==> src/verilog/median_filter_pkg.sv <==
`default_nettype none

package median_filter_pkg;

  // pixel format
  localparam int PIX_W = 8;

  typedef logic [PIX_W-1:0] pixel_t;

  // chain end values, all-ones also marks an empty slot
  localparam pixel_t PIX_MIN = '0;
  localparam pixel_t PIX_MAX = '1;

  // sorter operation
  typedef enum logic [1:0] {
    OP_HOLD  = 2'd0,
    OP_CLEAR = 2'd1,
    OP_SWAP  = 2'd2
  } sort_op_t;

  // scanner control
  typedef enum logic [2:0] {
    // wait for a stored frame
    S_IDLE  = 3'd0,
    // empty the sorter at row start
    S_CLEAR = 3'd1,
    // full window load
    S_LOAD  = 3'd2,
    // one column in, one column out
    S_SLIDE = 3'd3,
    // median to output register
    S_EMIT  = 3'd4
  } scan_state_t;

endpackage

`default_nettype wire

==> src/verilog/sort_cell.sv <==
`default_nettype none

module sort_cell
  import median_filter_pkg::*;
(
  input  wire logic     CLK,
  input  wire logic     RST,
  input  wire sort_op_t sort_op,
  input  wire pixel_t   ins_val,
  input  wire pixel_t   del_val,
  input  wire pixel_t   lower,
  input  wire pixel_t   upper,
  output pixel_t        value
);

  pixel_t value_nxt;

  always_comb begin
    value_nxt = value;
    case (sort_op)
      OP_CLEAR: value_nxt = PIX_MAX;
      OP_SWAP: begin
        if (ins_val < del_val) begin
          // slots between insert and delete move up one place
          if (value > ins_val && value <= del_val) begin
            value_nxt = (lower > ins_val) ? lower : ins_val;
          end
        end else if (ins_val > del_val) begin
          // slots between delete and insert move down one place
          if (value < ins_val && value >= del_val) begin
            value_nxt = (upper < ins_val) ? upper : ins_val;
          end
        end
      end
      default: value_nxt = value;
    endcase
  end

  always_ff @(posedge CLK or posedge RST) begin
    if (RST) begin
      value <= PIX_MAX;
    end else begin
      value <= value_nxt;
    end
  end

endmodule

`default_nettype wire

==> src/verilog/running_sorter.sv <==
`default_nettype none

module running_sorter
  import median_filter_pkg::*;
#(
  parameter int WIN = 7
) (
  input  wire logic     CLK,
  input  wire logic     RST,
  input  wire sort_op_t sort_op,
  input  wire pixel_t   ins_val,
  input  wire pixel_t   del_val,
  output pixel_t        median
);

  localparam int DEPTH = WIN * WIN;
  localparam int MID   = DEPTH / 2;

  // slot 0 holds the smallest value
  pixel_t slot [DEPTH];

  for (genvar i = 0; i < DEPTH; i++) begin : g_cell
    pixel_t lower;
    pixel_t upper;

    if (i == 0) begin : g_lo_end
      assign lower = PIX_MIN;
    end else begin : g_lo
      assign lower = slot[i-1];
    end

    if (i == DEPTH - 1) begin : g_hi_end
      assign upper = PIX_MAX;
    end else begin : g_hi
      assign upper = slot[i+1];
    end

    sort_cell sort_cell_inst (
      .CLK     (CLK),
      .RST     (RST),
      .sort_op (sort_op),
      .ins_val (ins_val),
      .del_val (del_val),
      .lower   (lower),
      .upper   (upper),
      .value   (slot[i])
    );
  end

  assign median = slot[MID];

endmodule

`default_nettype wire

==> config.mk <==
export PLATFORM = sky130hd
export DESIGN_NAME = running_sorter
export DESIGN_NICKNAME = d
export VERILOG_FILES = /design/src/verilog/median_filter_pkg.sv /design/src/verilog/sort_cell.sv /design/src/verilog/running_sorter.sv
export SDC_FILE = /design/constraint.sdc
export NUM_CORES = 2
export LEC_CHECK = 0
export ABC_AREA = 1
export CAP_MARGIN = 25
export CORE_UTILIZATION = 45
export DETAILED_ROUTE_END_ITERATION = 10
export DONT_BUFFER_PORTS = 1
export REMOVE_ABC_BUFFERS = 1
export SLEW_MARGIN = 20
export SYNTH_ARGS = -nofsm -noshare
export SYNTH_HDL_FRONTEND = slang
export SYNTH_SLANG_ARGS = --single-unit
==> constraint.sdc <==
create_clock -name CLK -period 9 [get_ports CLK]
set_clock_uncertainty 0.15 [all_clocks]
set_input_delay 0 -clock CLK [delete_from_list [all_inputs] [get_ports CLK]]
set_output_delay 0 -clock CLK [all_outputs]
set_load 0.02 [all_outputs]
---- Word-level counts from Yosys, hierarchy flattened ----
Index checks and enable logic that the tools add are counted.
word-level totals
  bits in registers ....................... 392
  input bits .............................. 20
  output and inout bits ................... 8
  logic and storage cells ................. 841
cells by class
  magnitude comparators ................... 200
  equal/unequal tests ..................... 101
  multiplexer cells ....................... 343
  reductions and logical operators ........ 148
operators by type and width
  kind                                                                             number
  8-bit 2-to-1 mux                                                                 294
  8-bit case mux with 2 select lines                                               49
  8-bit greater-than comparator                                                    50
  8-bit less-than comparator                                                       50
  8-bit >= comparator                                                              49
  8-bit <= comparator                                                              49
  4-bit AND reduction                                                              49
  3-bit by 1-bit != test with 1-bit output (second input constant)                 50
  3-bit by 2-bit != test with 1-bit output (second input constant)                 48
  1-bit logical AND                                                                98
  1-bit by 8-bit greater-than comparator with 1-bit output (first input constant)  1
  8-bit less-than comparator (first input constant)                                1
  3-bit != test (second input constant)                                            1
  2-bit by 1-bit == test with 1-bit output (second input constant)                 1
  2-bit == test (second input constant)                                            1
  2-bit nonzero test                                                               1

---- Longest topological paths before layout ----
  word-level depth ........................ 6
  depth in mapped cells ................... 21
  gate-level depth less buffers ........... 16

---- Cells and area by module ----
From an unflattened synthesis, not the netlist that was laid out.
second synthesis, totals
  cells, all modules ...................... 13183
  area total of the unflattened synthesis .. 88408.5 um^2
modules (own cells, without submodules)
  module                                    times used  cells an instance  area an instance (um^2)  sequential area each (um^2)
  sort_cell (g_cell[0].sort_cell_inst ...)  48          269                1804.2                   210.2
  sort_cell (g_cell[9].sort_cell_inst)      1           269                1798.0                   210.2
  running_sorter                            1           2                  7.5                      0.0

---- Least setup slack after synthesis ----
No wires, ideal clock.
  path type ............................... input port to flip-flop
  start point ............................. input port ins_val[5]
  end point ............................... register g_cell[45].sort_cell_inst.value[0]
  library setup time ...................... 76 ps
  data arrival time ....................... 3400 ps
  required time ........................... 8774 ps
  setup slack ............................. 5374 ps
  stages .................................. 14
  buffers on the path ..................... 2
  cells stage by stage .................... clkbuf_1 clkinv_1 clkbuf_1 ha_1 a21oi_1 nor2_1 nor2_1 nand2_1 nand2_1 inv_1 a21oi_1 nor2_4 nand2_1 nand2_1
on the way
  word-level cells in the longest chain between the ends .. 6
  elaborated cells on any way between the ends .. 19
  classes of those cells .................. order compare (6); eq/ne (3); mux (7); reduce/logical (3)
ends and longest elaborated chain
  item                                line                  source
  start, declared                     running_sorter.sv:11  input wire pixel_t ins_val,
  8-bit less-than comparator          sort_cell.sv:31       value_nxt = (upper < ins_val) ? upper : ins_val;
  8-bit 2-to-1 mux                    sort_cell.sv:31
  8-bit 2-to-1 mux                    sort_cell.sv:30       if (value < ins_val && value >= del_val) begin
  8-bit 2-to-1 mux                    sort_cell.sv:28       end else if (ins_val > del_val) begin
  8-bit 2-to-1 mux                    sort_cell.sv:23       if (ins_val < del_val) begin
  8-bit case mux with 2 select lines  sort_cell.sv:20       case (sort_op)
  end signal, assigned                sort_cell.sv:43       value <= value_nxt;
  end, declared                       sort_cell.sv:13       output pixel_t value
Several ways; a longest one is shown, not always the timed one. The select of a mux whose other input is x is not followed.
A chain may end at the register's enable or synchronous reset.

---- Worst setup path in the final report ----
  start point ............................. input port ins_val[2]
  end point ............................... register g_cell[48].sort_cell_inst.value[4]
on the way
  word-level cells in the longest chain between the ends .. 6
  elaborated cells on any way between the ends .. 19
  classes of those cells .................. order compare (6); eq/ne (3); mux (7); reduce/logical (3)
ends and longest elaborated chain
  item                                line
  8-bit less-than comparator          sort_cell.sv:31
  8-bit 2-to-1 mux                    sort_cell.sv:31
  8-bit 2-to-1 mux                    sort_cell.sv:30
  8-bit 2-to-1 mux                    sort_cell.sv:28
  8-bit 2-to-1 mux                    sort_cell.sv:23
  8-bit case mux with 2 select lines  sort_cell.sv:20
  end signal, assigned                sort_cell.sv:43
  end, declared                       sort_cell.sv:13
Several ways; a longest one is shown, not always the timed one. The select of a mux whose other input is x is not followed.

==> results.cfg <==
[pwr]
clkPwrFrac_pct = 18.6
intPower_mw = 7.146
seqPwrFrac_pct = 28.9
total_switching_power_mw = 7.019
sw_frac_of_total_pct = 49.55
power.leakage_nw = 29.39
p_comb_share_pct = 52.4
ir_worst_vdd_mv = 0.1450
power_density_mw_per_mm2 = 261.6

[cts]
cts.sinks = 392
clkLatencyLatePin_ps = 670
cts_tree = yes
htree_levels = 2
postCtsResizedCells = 0
cts_buffer_depth = 3
path_clk_slew_ps = 60
cts_buffers = 56
cts-root-buf = clkbuf_16

[drt]
ant_nets = 0
vias = 53190
drt-wirelength-per-cell_um = 19.62
via_per_inst = 5.503
drtIter0Drc = 4648
dr.pass1.iters = 7
drt-total-wl_um = 189600
drc_errors = 0

[logic_synthesis]
synth_largest_area_cell = nand2_1
ys_seq_area_share_pct = 20.43
syn_avg_cell_area_um2 = 6.108
synth_edf_count = 0
synth_area_mm2 = 0.05042
yosysWarnings = 0
synth-async-reset-ratio_pct = 100.0
syn_inst = 8255
yosysTopAreaCellShare_pct = 27.41
synth_flop_cell = dfstp_2
synth-seq-cells = 392
synth_cell_types = 28
synthTopCellsByArea = nand2_1, dfstp_2, ha_1

[worst_setup_path]
ff2ff_path_depth = 17
critPathLaunchType = input pin
arrival_ps = 5960
r2r_end = g_cell[48].sort_cell_inst.value[4]
crit_required_ps = 9440
r2r_slack_ps = 4780
rr_startpoint = g_cell[47].sort_cell_inst.value[0]
worstPathMaxFanout = 39
crit_type = in2reg
worst_setup_path_end_kind = flop

[sta]
worst_slack_ps = 3479
rsz0062_at_grt = false
hold-worst-slack_ps = 50.49
finalHoldViolCount = 0
finalMaxSlewViolations = 0
tns_ps = 0
setup_viol = 0
min_period_ps = 5521
worst_pin_slew_ps = 1152
relSlewSlack_pct = 22.96
max_freq_mhz = 181.1
period_share_pct = 61.34

[worst_hold_path]
holdPathStages = 9
hold_class = in2reg
hp-start = del_val[7]
hold_end = g_cell[48].sort_cell_inst.value[0]

[place]
dp_hpwl_um = 113300
gp_congestion = 0.8878
post_dp_cell_area_mm2 = 0.05128
pre_cts_ws_ps = 5077
portBuffers = 0

[run]
maxCapViolations = 0

[run_status]
status = finished clean

[global_routing]
track_usage_pct = 33.13
grt_antenna_before_repair = 6
first_global_vias = 48750
grt_max_degree = 214
grt_pass1_wl_um = 290700
overflow = 0

[floorplanning]
fp.dieH_um = 336.7
dieArea_mm2 = 0.1134
row_count = 122
die_w_um = 336.7
core_area_mm2 = 0.1108
start_util_pct = 45.50
io_pins = 28

[finish]
layout_common_cells = nand2_1, nand3_1, ha_1
layout-drive-gt1-share_pct = 7.999
fillers = 11800
fin_area_mm2 = 0.05416
regArea_mm2 = 0.01030
area_delta_synth_final_pct = 7.402
final_common_cell = nand2_1
multi_input_area_mm2 = 0.03595
reg_top3 = g_cell.sort_cell_inst.value: 392 flops
regMostFlops = g_cell.sort_cell_inst.value
largest_register_ffs = 392
nets = 8944
==> worst max path at each step <==
stage / from / end / slack, ps / depth (start not counted)
2_1_floorplan: del_val[7] / g_cell[18].sort_cell_inst.value[0] / -640 / 14
3_3_place_gp: ins_val[5] / g_cell[45].sort_cell_inst.value[6] / 5100 / 15
3_5_place_dp: ins_val[5] / g_cell[6].sort_cell_inst.value[6] / 5080 / 15
4_1_cts: ins_val[2] / g_cell[48].sort_cell_inst.value[5] / 3630 / 18
5_1_grt: ins_val[2] / g_cell[48].sort_cell_inst.value[4] / 3300 / 18
6_report: ins_val[2] / g_cell[48].sort_cell_inst.value[4] / 3480 / 18
==> power groups by stage <==
stage / sequential, mW / combinational [mW] / clock (mW)
final: 4.10 / 7.43 / 2.64
after global routing: 4.17 / 8.68 / 2.73
after CTS: 4.06 / 7.36 / 2.67
after detailed placement: 4.08 / 7.16 / 0
after global placement: 4.09 / 6.94 / 0
after floorplan: 3.48 / 5.73 / 0
==> Yosys cell counts, drive strengths merged (47+ instances only) <==
| library cell | n |
|---|---|
| a21o | 49 |
| a21oi | 373 |
| buf | 80 |
| clkbuf | 193 |
| clkinv | 50 |
| dfstp | 392 |
| ha | 793 |
| inv | 698 |
| nand2 | 3695 |
| nand3 | 1194 |
| nand4 | 106 |
| nor2 | 536 |
| o21a | 47 |
| o21bai | 47 |
==> kinds of logic (layout without fill, tap and decap cells) <==
family,count (synthesis),count (layout),share of synthesized area [%]
flops,392,392,20.43
simple gates,5532,5532,45.76
compound gates,517,517,5.868
fa+ha+maj,793,793,19.68
buf+inv,1021,942,8.270
other cells,0,1,0
==> timing repair <==
action                                 in CTS  in global routing
hold buffers                               57                  0
setup buffers                               0                  0
endpoints found under the hold margin     445                  0
==> layout make-up <==
| cell class | count | share of cell area (%) |
|---|---|---|
| tap | 1488 | 3.438 |
| inverter | 748 | 5.300 |
| antenna | 1 | 0.004621 |
| clock buffer | 71 | 2.934 |
| timing repair buffer | 91 | 1.885 |
| multi-input combinational | 6842 | 66.39 |
| sequential | 392 | 19.02 |
| clock inverter | 32 | 1.030 |
==> metal layers <==
layer | share of wire [%] | global-route usage, % | wire length, um
met5 | 0 | 0 | 0
met4 | 3.5 | 10.96 | 6620
met3 | 6.9 | 3.986 | 13050
met2 | 45 | 53.46 | 84510
met1 | 45 | 45.62 | 85440
==> per-stage QoR <==
stage | util, % | cells | total power [mW]
2_1_floorplan | - | 7982 | 9.208
3_3_place_gp | 46.27 | 9504 | 11.03
3_5_place_dp | 46.27 | 9504 | 11.24
4_1_cts | 48.87 | 9664 | 14.09
5_1_grt | 48.87 | 9664 | 15.58
6_report | 48.87 | 9665 | 14.17
==> critical path: stages <==
cell and delay [ps]:
dlygate4sd3_1 1220, inv_4 550, buf_4 510, ha_1 430, nand2_1 50, inv_1 60
nand2_1 50, nand2_1 50, nand2_1 50, nand2_1 450, nand3_1 370, nand2_1 130
dlygate4sd3_1 560, nand3_1 80, dlygate4sd3_1 610, nand3_1 80, dlygate4sd3_1 570, nand2_1 50
Power figures use the tool's default switching activity.
