--- src/verilog/median_filter_pkg.sv ---
`default_nettype none

package median_filter_pkg;

  // pixel format
  localparam int PIX_W = 8;

  typedef logic [PIX_W-1:0] pixel_t;

  // chain end values, all-ones also marks an empty slot
  localparam pixel_t PIX_MIN = '0;
  localparam pixel_t PIX_MAX = '1;

  // sorter operation
  typedef enum logic [1:0] {
    OP_HOLD  = 2'd0,
    OP_CLEAR = 2'd1,
    OP_SWAP  = 2'd2
  } sort_op_t;

  // scanner control
  typedef enum logic [2:0] {
    // wait for a stored frame
    S_IDLE  = 3'd0,
    // empty the sorter at row start
    S_CLEAR = 3'd1,
    // full window load
    S_LOAD  = 3'd2,
    // one column in, one column out
    S_SLIDE = 3'd3,
    // median to output register
    S_EMIT  = 3'd4
  } scan_state_t;

endpackage

`default_nettype wire

--- src/verilog/window_scanner.sv ---
`default_nettype none

module window_scanner
  import median_filter_pkg::*;
#(
  parameter int IMG_W = 32,
  parameter int IMG_H = 32,
  parameter int WIN   = 7
) (
  input  wire logic                            CLK,
  input  wire logic                            RST,
  input  wire logic                            frame_full,
  output logic [$clog2(IMG_W*IMG_H)-1:0]       rd_addr,
  input  wire pixel_t                          rd_data,
  output logic                                 frame_done,
  output sort_op_t                             sort_op,
  output pixel_t                               ins_val,
  output pixel_t                               del_val,
  input  wire pixel_t                          median,
  output logic                                 out_valid,
  output pixel_t                               dout
);

  localparam int N   = WIN * WIN;
  localparam int R   = WIN / 2;
  localparam int AW  = $clog2(IMG_W * IMG_H);
  localparam int CW  = $clog2(IMG_W + IMG_H + WIN) + 1;
  localparam int RCW = $clog2(N + 2);
  localparam int IW  = $clog2(WIN + 1);
  localparam int XW  = $clog2(IMG_W + 1);
  localparam int YW  = $clog2(IMG_H + 1);

  scan_state_t          state;
  logic [XW-1:0]        x;
  logic [YW-1:0]        y;
  logic [RCW-1:0]       rc;
  logic [RCW-1:0]       rd_total;
  // window row/col of the address being issued
  logic [IW-1:0]        ir;
  logic [IW-1:0]        ic;
  // same, one cycle later when rd_data arrives
  logic [IW-1:0]        ar;
  logic [IW-1:0]        ac;
  logic                 a_vld;
  logic                 a_in;
  logic signed [CW-1:0] rd_xx;
  logic signed [CW-1:0] rd_yy;
  logic                 rd_in;
  logic                 issue;
  logic                 last_px;
  pixel_t               new_val;
  // copy of the current window, [row][col], col 0 is leftmost
  pixel_t               win [WIN][WIN];

  assign rd_total = (state == S_LOAD) ? RCW'(N) : RCW'(WIN);
  assign issue    = (state == S_LOAD || state == S_SLIDE) && rc < rd_total;

  // image coordinates of the issued window position
  assign rd_xx = CW'(x) + CW'(ic) - CW'(R);
  assign rd_yy = CW'(y) + CW'(ir) - CW'(R);
  assign rd_in = rd_xx >= 0 && rd_xx < IMG_W && rd_yy >= 0 && rd_yy < IMG_H;

  assign rd_addr = rd_in ? AW'(rd_yy * IMG_W + rd_xx) : '0;

  // padding outside the image reads as zero
  assign new_val = a_in ? rd_data : PIX_MIN;
  assign last_px = x == XW'(IMG_W - 1) && y == YW'(IMG_H - 1);

  always_ff @(posedge CLK or posedge RST) begin
    if (RST) begin
      state      <= S_IDLE;
      x          <= '0;
      y          <= '0;
      rc         <= '0;
      ir         <= '0;
      ic         <= '0;
      ar         <= '0;
      ac         <= '0;
      a_vld      <= 1'b0;
      a_in       <= 1'b0;
      sort_op    <= OP_HOLD;
      out_valid  <= 1'b0;
      frame_done <= 1'b0;
      dout       <= '0;
    end else begin
      out_valid  <= 1'b0;
      frame_done <= 1'b0;
      sort_op    <= OP_HOLD;
      a_vld      <= issue;
      a_in       <= rd_in;
      ar         <= ir;
      ac         <= ic;

      // returned pixel becomes a sorter op next cycle
      if (a_vld) begin
        sort_op <= OP_SWAP;
      end

      // step the read position, load walks rows, slide walks one column
      if (issue) begin
        if (state == S_LOAD && ic != IW'(WIN - 1)) begin
          ic <= ic + 1'b1;
        end else begin
          ir <= ir + 1'b1;
          if (state == S_LOAD) begin
            ic <= '0;
          end
        end
      end

      case (state)
        S_IDLE: begin
          // frame_done still high means the old frame flag is clearing
          if (frame_full && !frame_done) begin
            x     <= '0;
            y     <= '0;
            state <= S_CLEAR;
          end
        end
        S_CLEAR: begin
          sort_op <= OP_CLEAR;
          rc      <= '0;
          ir      <= '0;
          ic      <= '0;
          state   <= S_LOAD;
        end
        S_LOAD, S_SLIDE: begin
          rc <= rc + 1'b1;
          // last op sits on sort_op when rc reaches total+1
          if (rc == rd_total + 1'b1) begin
            state <= S_EMIT;
          end
        end
        S_EMIT: begin
          out_valid <= 1'b1;
          dout      <= median;
          if (last_px) begin
            frame_done <= 1'b1;
            state      <= S_IDLE;
          end else if (x == XW'(IMG_W - 1)) begin
            x     <= '0;
            y     <= y + 1'b1;
            state <= S_CLEAR;
          end else begin
            x     <= x + 1'b1;
            rc    <= '0;
            ir    <= '0;
            // entering column is the rightmost one
            ic    <= IW'(WIN - 1);
            state <= S_SLIDE;
          end
        end
        default: state <= S_IDLE;
      endcase
    end
  end

  // sorter operands and window copy
  always_ff @(posedge CLK) begin
    if (a_vld) begin
      ins_val <= new_val;
      if (state == S_LOAD) begin
        // empty slots hold all-ones, so that is what leaves
        del_val     <= PIX_MAX;
        win[ar][ac] <= new_val;
      end else begin
        del_val <= win[ar][0];
        for (int c = 0; c < WIN - 1; c++) begin
          win[ar][c] <= win[ar][c+1];
        end
        win[ar][WIN-1] <= new_val;
      end
    end
  end

endmodule

`default_nettype wire

--- config.mk ---
export PLATFORM = sky130hd
export DESIGN_NAME = window_scanner
export DESIGN_NICKNAME = d
export VERILOG_FILES = /design/src/verilog/median_filter_pkg.sv /design/src/verilog/window_scanner.sv
export SDC_FILE = /design/constraint.sdc
export NUM_CORES = 1
export LEC_CHECK = 0
export ABC_CLOCK_PERIOD_IN_PS = 4500
export CAP_MARGIN = 10
export CORE_ASPECT_RATIO = 1.25
export CORE_MARGIN = 5
export CORE_UTILIZATION = 35
export CTS_CLUSTER_SIZE = 14
export DETAILED_ROUTE_END_ITERATION = 7
export DONT_BUFFER_PORTS = 1
export PLACE_DENSITY = 0.48
export SLEW_MARGIN = 20
export SYNTH_ARGS = -nofsm -noshare
export SYNTH_HDL_FRONTEND = slang
export SYNTH_SLANG_ARGS = --single-unit
export TNS_END_PERCENT = 1
--- constraint.sdc ---
create_clock -name CLK -period 4.5 [get_ports CLK]
set_input_delay 0.675 -clock CLK [delete_from_list [all_inputs] [get_ports CLK]]
set_output_delay 0.675 -clock CLK [all_outputs]
set_load 0.02 [all_outputs]
## Yosys cells after proc, flatten, opt, wreduce, memory -nomap -nowiden

Memories as Yosys holds them, arrays and structs flattened.
Cells that the tools add are included.
W data, S select, Z words.

| storage, ports and cells | value |
|---|---|
| bits of input ports | 19 |
| memory bits (writable) | 392 |
| register bits | 63 |
| output and inout port bits | 38 |
| logic and storage cells | 221 |
| memories | 1 |

Memories:

| name | words | width | rd ports | clocked after Yosys merged registers in | write ports | line | source |
|---|---|---|---|---|---|---|---|
| win | 7 | 56 | 1 | 0 | 1 | window_scanner.sv:53 | `pixel_t win [WIN][WIN];` |

| operators by class | value |
|---|---|
| bitwise operators | 57 |
| equal/unequal tests | 13 |
| muxes and demuxes | 98 |
| $lt $le $gt $ge | 7 |
| reductions and logical operators | 18 |
| add/sub/neg operators | 11 |

Operators by type and width:

| kind | number |
|---|---|
| $mux W1 | 64 |
| $mux W56 | 1 |
| $or A1 B1 Y1 | 56 |
| $mux W6 | 8 |
| $mux W3 | 11 |
| $add A6 B1 Y6 const B | 4 |
| $demux W8 S3 | 1 |
| $pmux W6 S2 | 2 |
| $pmux W6 S3 | 1 |
| $ge A8 B1 Y1 const B | 2 |
| $lt A8 B7 Y1 const B | 2 |
| $mux W8 | 2 |
| $sub A7 B2 Y8 const B | 2 |
| $add A6 B3 Y7 | 2 |
| $eq A6 B5 Y1 const B | 2 |
| $pmux W3 S2 | 2 |
| $pmux W3 S4 | 1 |
| $add A10 B8 Y10 | 1 |
| $mux W10 | 1 |
| $ne A2 B2 Y1 const B | 5 |
| $logic_and A1 B1 Y1 | 8 |
| $mux W2 | 4 |
| $add A3 B1 Y3 const B | 2 |
| $eq A3 B2 Y1 const B | 2 |
| 17 further kinds | 18 |

## Longest topological paths before layout

| logic depth | value |
|---|---|
| depth in word-level cells | 8 |
| depth in mapped cells | 15 |
| mapped depth without buffers | 15 |

## Least setup slack after synthesis

No wires, ideal clock.

| path | value |
|---|---|
| path kind | register to output |
| from | reg x[1] |
| to | out rd_addr[9] |
| stages on the path, launching flop included | 14 |
| data required time | 3.825 ns |
| path buffers | 0 |
| data arrival time | 3.167 ns |
| path slack | 0.658 ns |
| cells stage by stage | dfrtp_1 -> ha_1 -> ha_1 -> fa_1 -> nand3_1 -> and3_1 -> nor2_1 -> or2_2 -> fa_1 -> nand2b_1 -> a21oi_1 -> xor2_1 -> xnor2_1 -> nor2_1 |

| on the way | value |
|---|---|
| cells in the longest elaborated chain, start to end | 7 |
| elaborated cells on any way between the ends | 9 |
| classes of those cells | add/sub: 3; order compare: 2; mux: 1; reduce/logical: 3 |

Ends and longest elaborated chain:

| item | line | source |
|---|---|---|
| start: declaration | window_scanner.sv:34 | `logic [XW-1:0] x;` |
| start signal: assignment | window_scanner.sv:145 | `x <= x + 1'b1;` |
| $add A6 B3 Y7 (*) | window_scanner.sv:59 | `assign rd_xx = CW'(x) + CW'(ic) - CW'(R);` |
| $sub A7 B2 Y8 (*) | window_scanner.sv:59 |  |
| $ge A8 B1 Y1 / $lt A8 B7 Y1 (equally long branches) | window_scanner.sv:61 | `assign rd_in = rd_xx >= 0 && rd_xx < IMG_W && rd_yy >= 0 && rd_yy < IMG_H;` |
| $logic_and A1 B1 Y1 (3 in a row) | window_scanner.sv:61 |  |
| $mux W10 (*) | window_scanner.sv:63 | `assign rd_addr = rd_in ? AW'(rd_yy * IMG_W + rd_xx) : '0;` |
| end: declaration | window_scanner.sv:13 | `output logic [$clog2(IMG_W*IMG_H)-1:0] rd_addr,` |

Mark *: on every way between the ends. The rest lies on a longest branch, timed or not.

## Worst setup path in the final report

| path | value |
|---|---|
| from | reg ic[2] |
| to | out rd_addr[9] |

| on the way | value |
|---|---|
| cells in the longest elaborated chain, start to end | 7 |
| elaborated cells on any way between the ends | 9 |
| classes of those cells | add/sub: 3; order compare: 2; mux: 1; reduce/logical: 3 |

Ends and longest elaborated chain:

| item | line | source |
|---|---|---|
| start: declaration | window_scanner.sv:40 | `logic [IW-1:0] ic;` |
| start signal: assignment | window_scanner.sv:102 | `ic <= ic + 1'b1;` |
| start signal: assignment | window_scanner.sv:149 | `ic <= IW'(WIN - 1);` |
| $add A6 B3 Y7 (*) | window_scanner.sv:59 |  |
| $sub A7 B2 Y8 (*) | window_scanner.sv:59 |  |
| $ge A8 B1 Y1 / $lt A8 B7 Y1 (equally long branches) | window_scanner.sv:61 |  |
| $logic_and A1 B1 Y1 (3 in a row) | window_scanner.sv:61 |  |
| $mux W10 (*) | window_scanner.sv:63 |  |

Marked as above.

==> out/qor.txt <==
Fraction of post-synthesis cell area in the top cell type by area: 64.4%
CORE AREA: 53800 um^2
EDFF count, synth: 408
Dominant register cell in the synthesized netlist: edfxtp_1
Final Hold Viols: 0
Xor/xnor cell area share of the yosys netlist: 0.645%
Run status: complete, no violations
Slew of the pin with the lowest slew margin: 1.18 ns
Share of synthesized cell area in full adder, half adder and majority cells: 2.62%
Total die area: 59100 um^2
Clk slew on worst S/H paths: 0.06 ns
Last weighted congestion value of the routability-driven placer: 0.778
Nets: 1456
Ant diodes: 0
Worst setup skew after layout: 0.0248 ns
Clock tree from TritonCTS: done
Die span in x: 218 um
Global-route congestion overflow total: 0
Category of cells accounting for the largest share of critical-path delay: adder cells
Layout overhead on the synthesized area: 14.6%
Share of async-settable or async-resettable flops after synthesis: 10.3%
Power per cell area: 737 nW/um^2
Inst Count DP: 2066
Average cell area after synthesis: 14.2 um^2
TritonRoute pass-1 iters: 5
Number of buffers on the longest clock path: 3
Top-level I/O count: 57
Crit-path cells: inv_1, ha_1, inv_1, ha_4, a211oi_2, nor4_1, nand4b_1, fa_2, nand2b_4, a21oi_2, xor2_1, xnor2_1, nor2_1, buf_4
Starting density of the core: 35.3%
Setup TNS after final layout: 0 ns
Worst-case vdd ir drop: 0.290 mV
Port Buf Inserts: 0
Instance count of the mapped netlist: 1338
Synth Warn #: 0
Worst-Skew Late Latency: 0.58 ns
Startpoint type of the worst setup path: register
Combinational family with the most area after synthesis: compound AO/OA/AOI/OAI gates
Crit path top cell by count: inv_1
Data arrival time of the critical path: 3.65 ns
Iteration-0 DRC count of the detailed router: 631
Total wire length: 49300 um
Required time of the critical path: 3.83 ns
Share of cell area taken by muxes after synthesis: 3.61%
Total track usage: 16.5%
Placement Rows: 95
Endpoint class of the critical path: primary output
Compound-gate portion of the synthesized area: 12.7%
Global-route wire length before repair: 74100 um
Number of register bits inferred by synthesis: 455
Number of antenna violations at the first check in global routing: 0
Master of the slowest instance on the critical path: fa_2
Mapped Nets: 1395
Max Cap Violations: 0
Area contributors post-synth: edfxtp_1 64%, dfrtp_1 6.2%, mux2i_1 2.8%
DR vias/cell: 5.21
Kind of critical path: reg -> out
Time the final worst path needs with I/O delays and setup: 4.32 ns
Unique cell type count in the Yosys netlist: 62
Footprint of the flip-flops and latches: 13400 um^2
Sequential cell area fraction in the yosys report: 70.6%
Maximum number of pins on one net before global-route repair: 69
Worst rel slew slack: 21.2%
Final setup viols: 0
Count of fill cells added during filler insertion: 4975
Post-Layout Cell Count: 2163
Routed via count: 11300
Synth area leader: edfxtp_1
Total clock buffers created by CTS: 48
Die Height: 271 um
Leakage power of the design: 7.51 nW
Post-route fraction of the period consumed by the critical path: 96.1%
TritonCTS Sinks: 455
Via count of the first global-routing pass: 11600
Post-synthesis share of cell area spent on and, or, nand and nor gates: 7.09%
Detail Placement HPWL: 32100 um
Fraction of final layout cells with drive strength greater than 1: 14.1%
Number of antenna-violating nets in the routed design: 0
Min-delay worst type: in -> reg
Top post-synthesis cells by count: 408 x edfxtp_1, 115 x nor2_1, 96 x a21oi_1
Power after layout: 16.1 mW
Count of unresolved DRC violations after routing: 0
Largest stage delay, worst path: 0.42 ns
Clk Tree Root Cell: clkbuf_16
Worst path bufs/invs: 3
Most common cell in the netlist: edfxtp_1
Multi-input gate area in the final layout: 5160 um^2
Max-slew violation total from the final report: 0
Wire length per cell after detailed routing: 22.8 um
CTS H-tree lvls: 2
Maximum fanout along the worst path: 3
Highest Clock Rate: 231 MHz
Mapped Area: 19000 um^2
Min Hold Slack: 0.198 ns
==> per-layer routing <==
layer / part of all wire (%) / track usage [%] / vias to the layer above
met5: 0 / 0 / -
met4: 3.4 / 5.87 / 0
met3: 4.0 / 2.64 / 83
met2: 51 / 29.0 / 245
met1: 41 / 20.7 / 5705
li1: - / - / 5237
==> cell families (layout without fill, tap and decap cells) <==
logic type / count (synthesis) / in the layout
buf+inv: 106 / 204
flops: 455 / 455
compound gates: 361 / 361
fa+ha+maj: 38 / 38
simple gates: 297 / 297
mux: 67 / 67
xor+xnor: 14 / 14
==> through the flow <==
| stage | worst slack, ns | area [um^2] | util [%] |
|---|---|---|---|
| 3_5_place_dp | 0.449 | 20200 | 37.4 |
| 6_report | 0.177 | 21800 | 40.5 |
| 3_3_place_gp | 0.486 | 20200 | 37.4 |
| 4_1_cts | 0.0280 | 21700 | 40.3 |
| 2_1_floorplan | 0.658 | 19000 | - |
| 5_1_grt | -0.000107 | 21800 | 40.5 |
==> sequential cells by signal, summed over array words and instances, names as in the netlist <==
name and cells:
win 392, rc 6, ac 3, dout 8, ic 3, ir 3
frame_done 1, ar 3, out_valid 1, ins_val 8, a_in 1, a_vld 1
del_val 8, state 3, x 6, sort_op 2, y 6
==> cells in the final DEF, fill, tap and decap left out, drive strengths merged, types with 11 or more instances in the layout <==
cell type and n:
a22o 31, a21oi 96, a221oi 14, nor2 116, edfxtp 408, ha 35, nand2 94, and2 14
buf 82, mux2i 54, nand3 14, inv 36, nand2b 13, dfrtp 47, o21ai 76, mux2 13
clkinv 25, a22oi 46, a31oi 40, clkbuf 54, o22a 11, o211ai 18
==> worst paths after layout <==
| check | cells after the start | to | slack (ns) | startpoint |
|---|---|---|---|---|
| setup reg to reg | 6 | win[6][23]$_DFFE_PP_ | 1.24 | ar[2]$_DFF_PP0_ |
| hold / removal | 2 | dout[3]$_DFFE_PP0P_ | 0.20 | median[3] |
| min in group asynchronous | 2 | dout[0]$_DFFE_PP0P_ | 0.48 | RST |
| max in group asynchronous | 3 | ar[2]$_DFF_PP0_ | 3.20 | RST |
| hold reg to reg | 0 | ar[2]$_DFF_PP0_ | 0.38 | ir[2]$_DFF_PP0_ |
| setup / recovery | 14 | rd_addr[9] | 0.18 | ic[2]$_DFF_PP0_ |
==> power breakdown <==
part | switching (mW) | leakage (nW) | internal [mW]
Clock | 1.64 | 0.729 | 2.14
Combinational | 3.66 | 2.36 | 1.77
Sequential | 0.614 | 4.43 | 6.23
==> cell type report <==
class                           count  share of cell area, %
Clock buffer                       54                   5.66
Clock inverter                     33                   1.17
Inverter                           34                  0.586
Multi-Input combinational cell    777                   23.7
Sequential cell                   455                   61.7
Tap cell                          727                   4.17
Timing Repair Buffer               83                   3.04
==> timing repair <==
| action | 4_1_cts | 5_1_grt |
|---|---|---|
| hold buffers | 1 | 0 |
| setup buffers | 3 | 6 |
| resized for setup | 6 | 9 |
| hold endpoints to repair | 9 | 0 |
| endpoints found under the setup margin | 1 | 1 |
| pin swaps | 2 | 7 |
(Power assumes the default switching activity.)
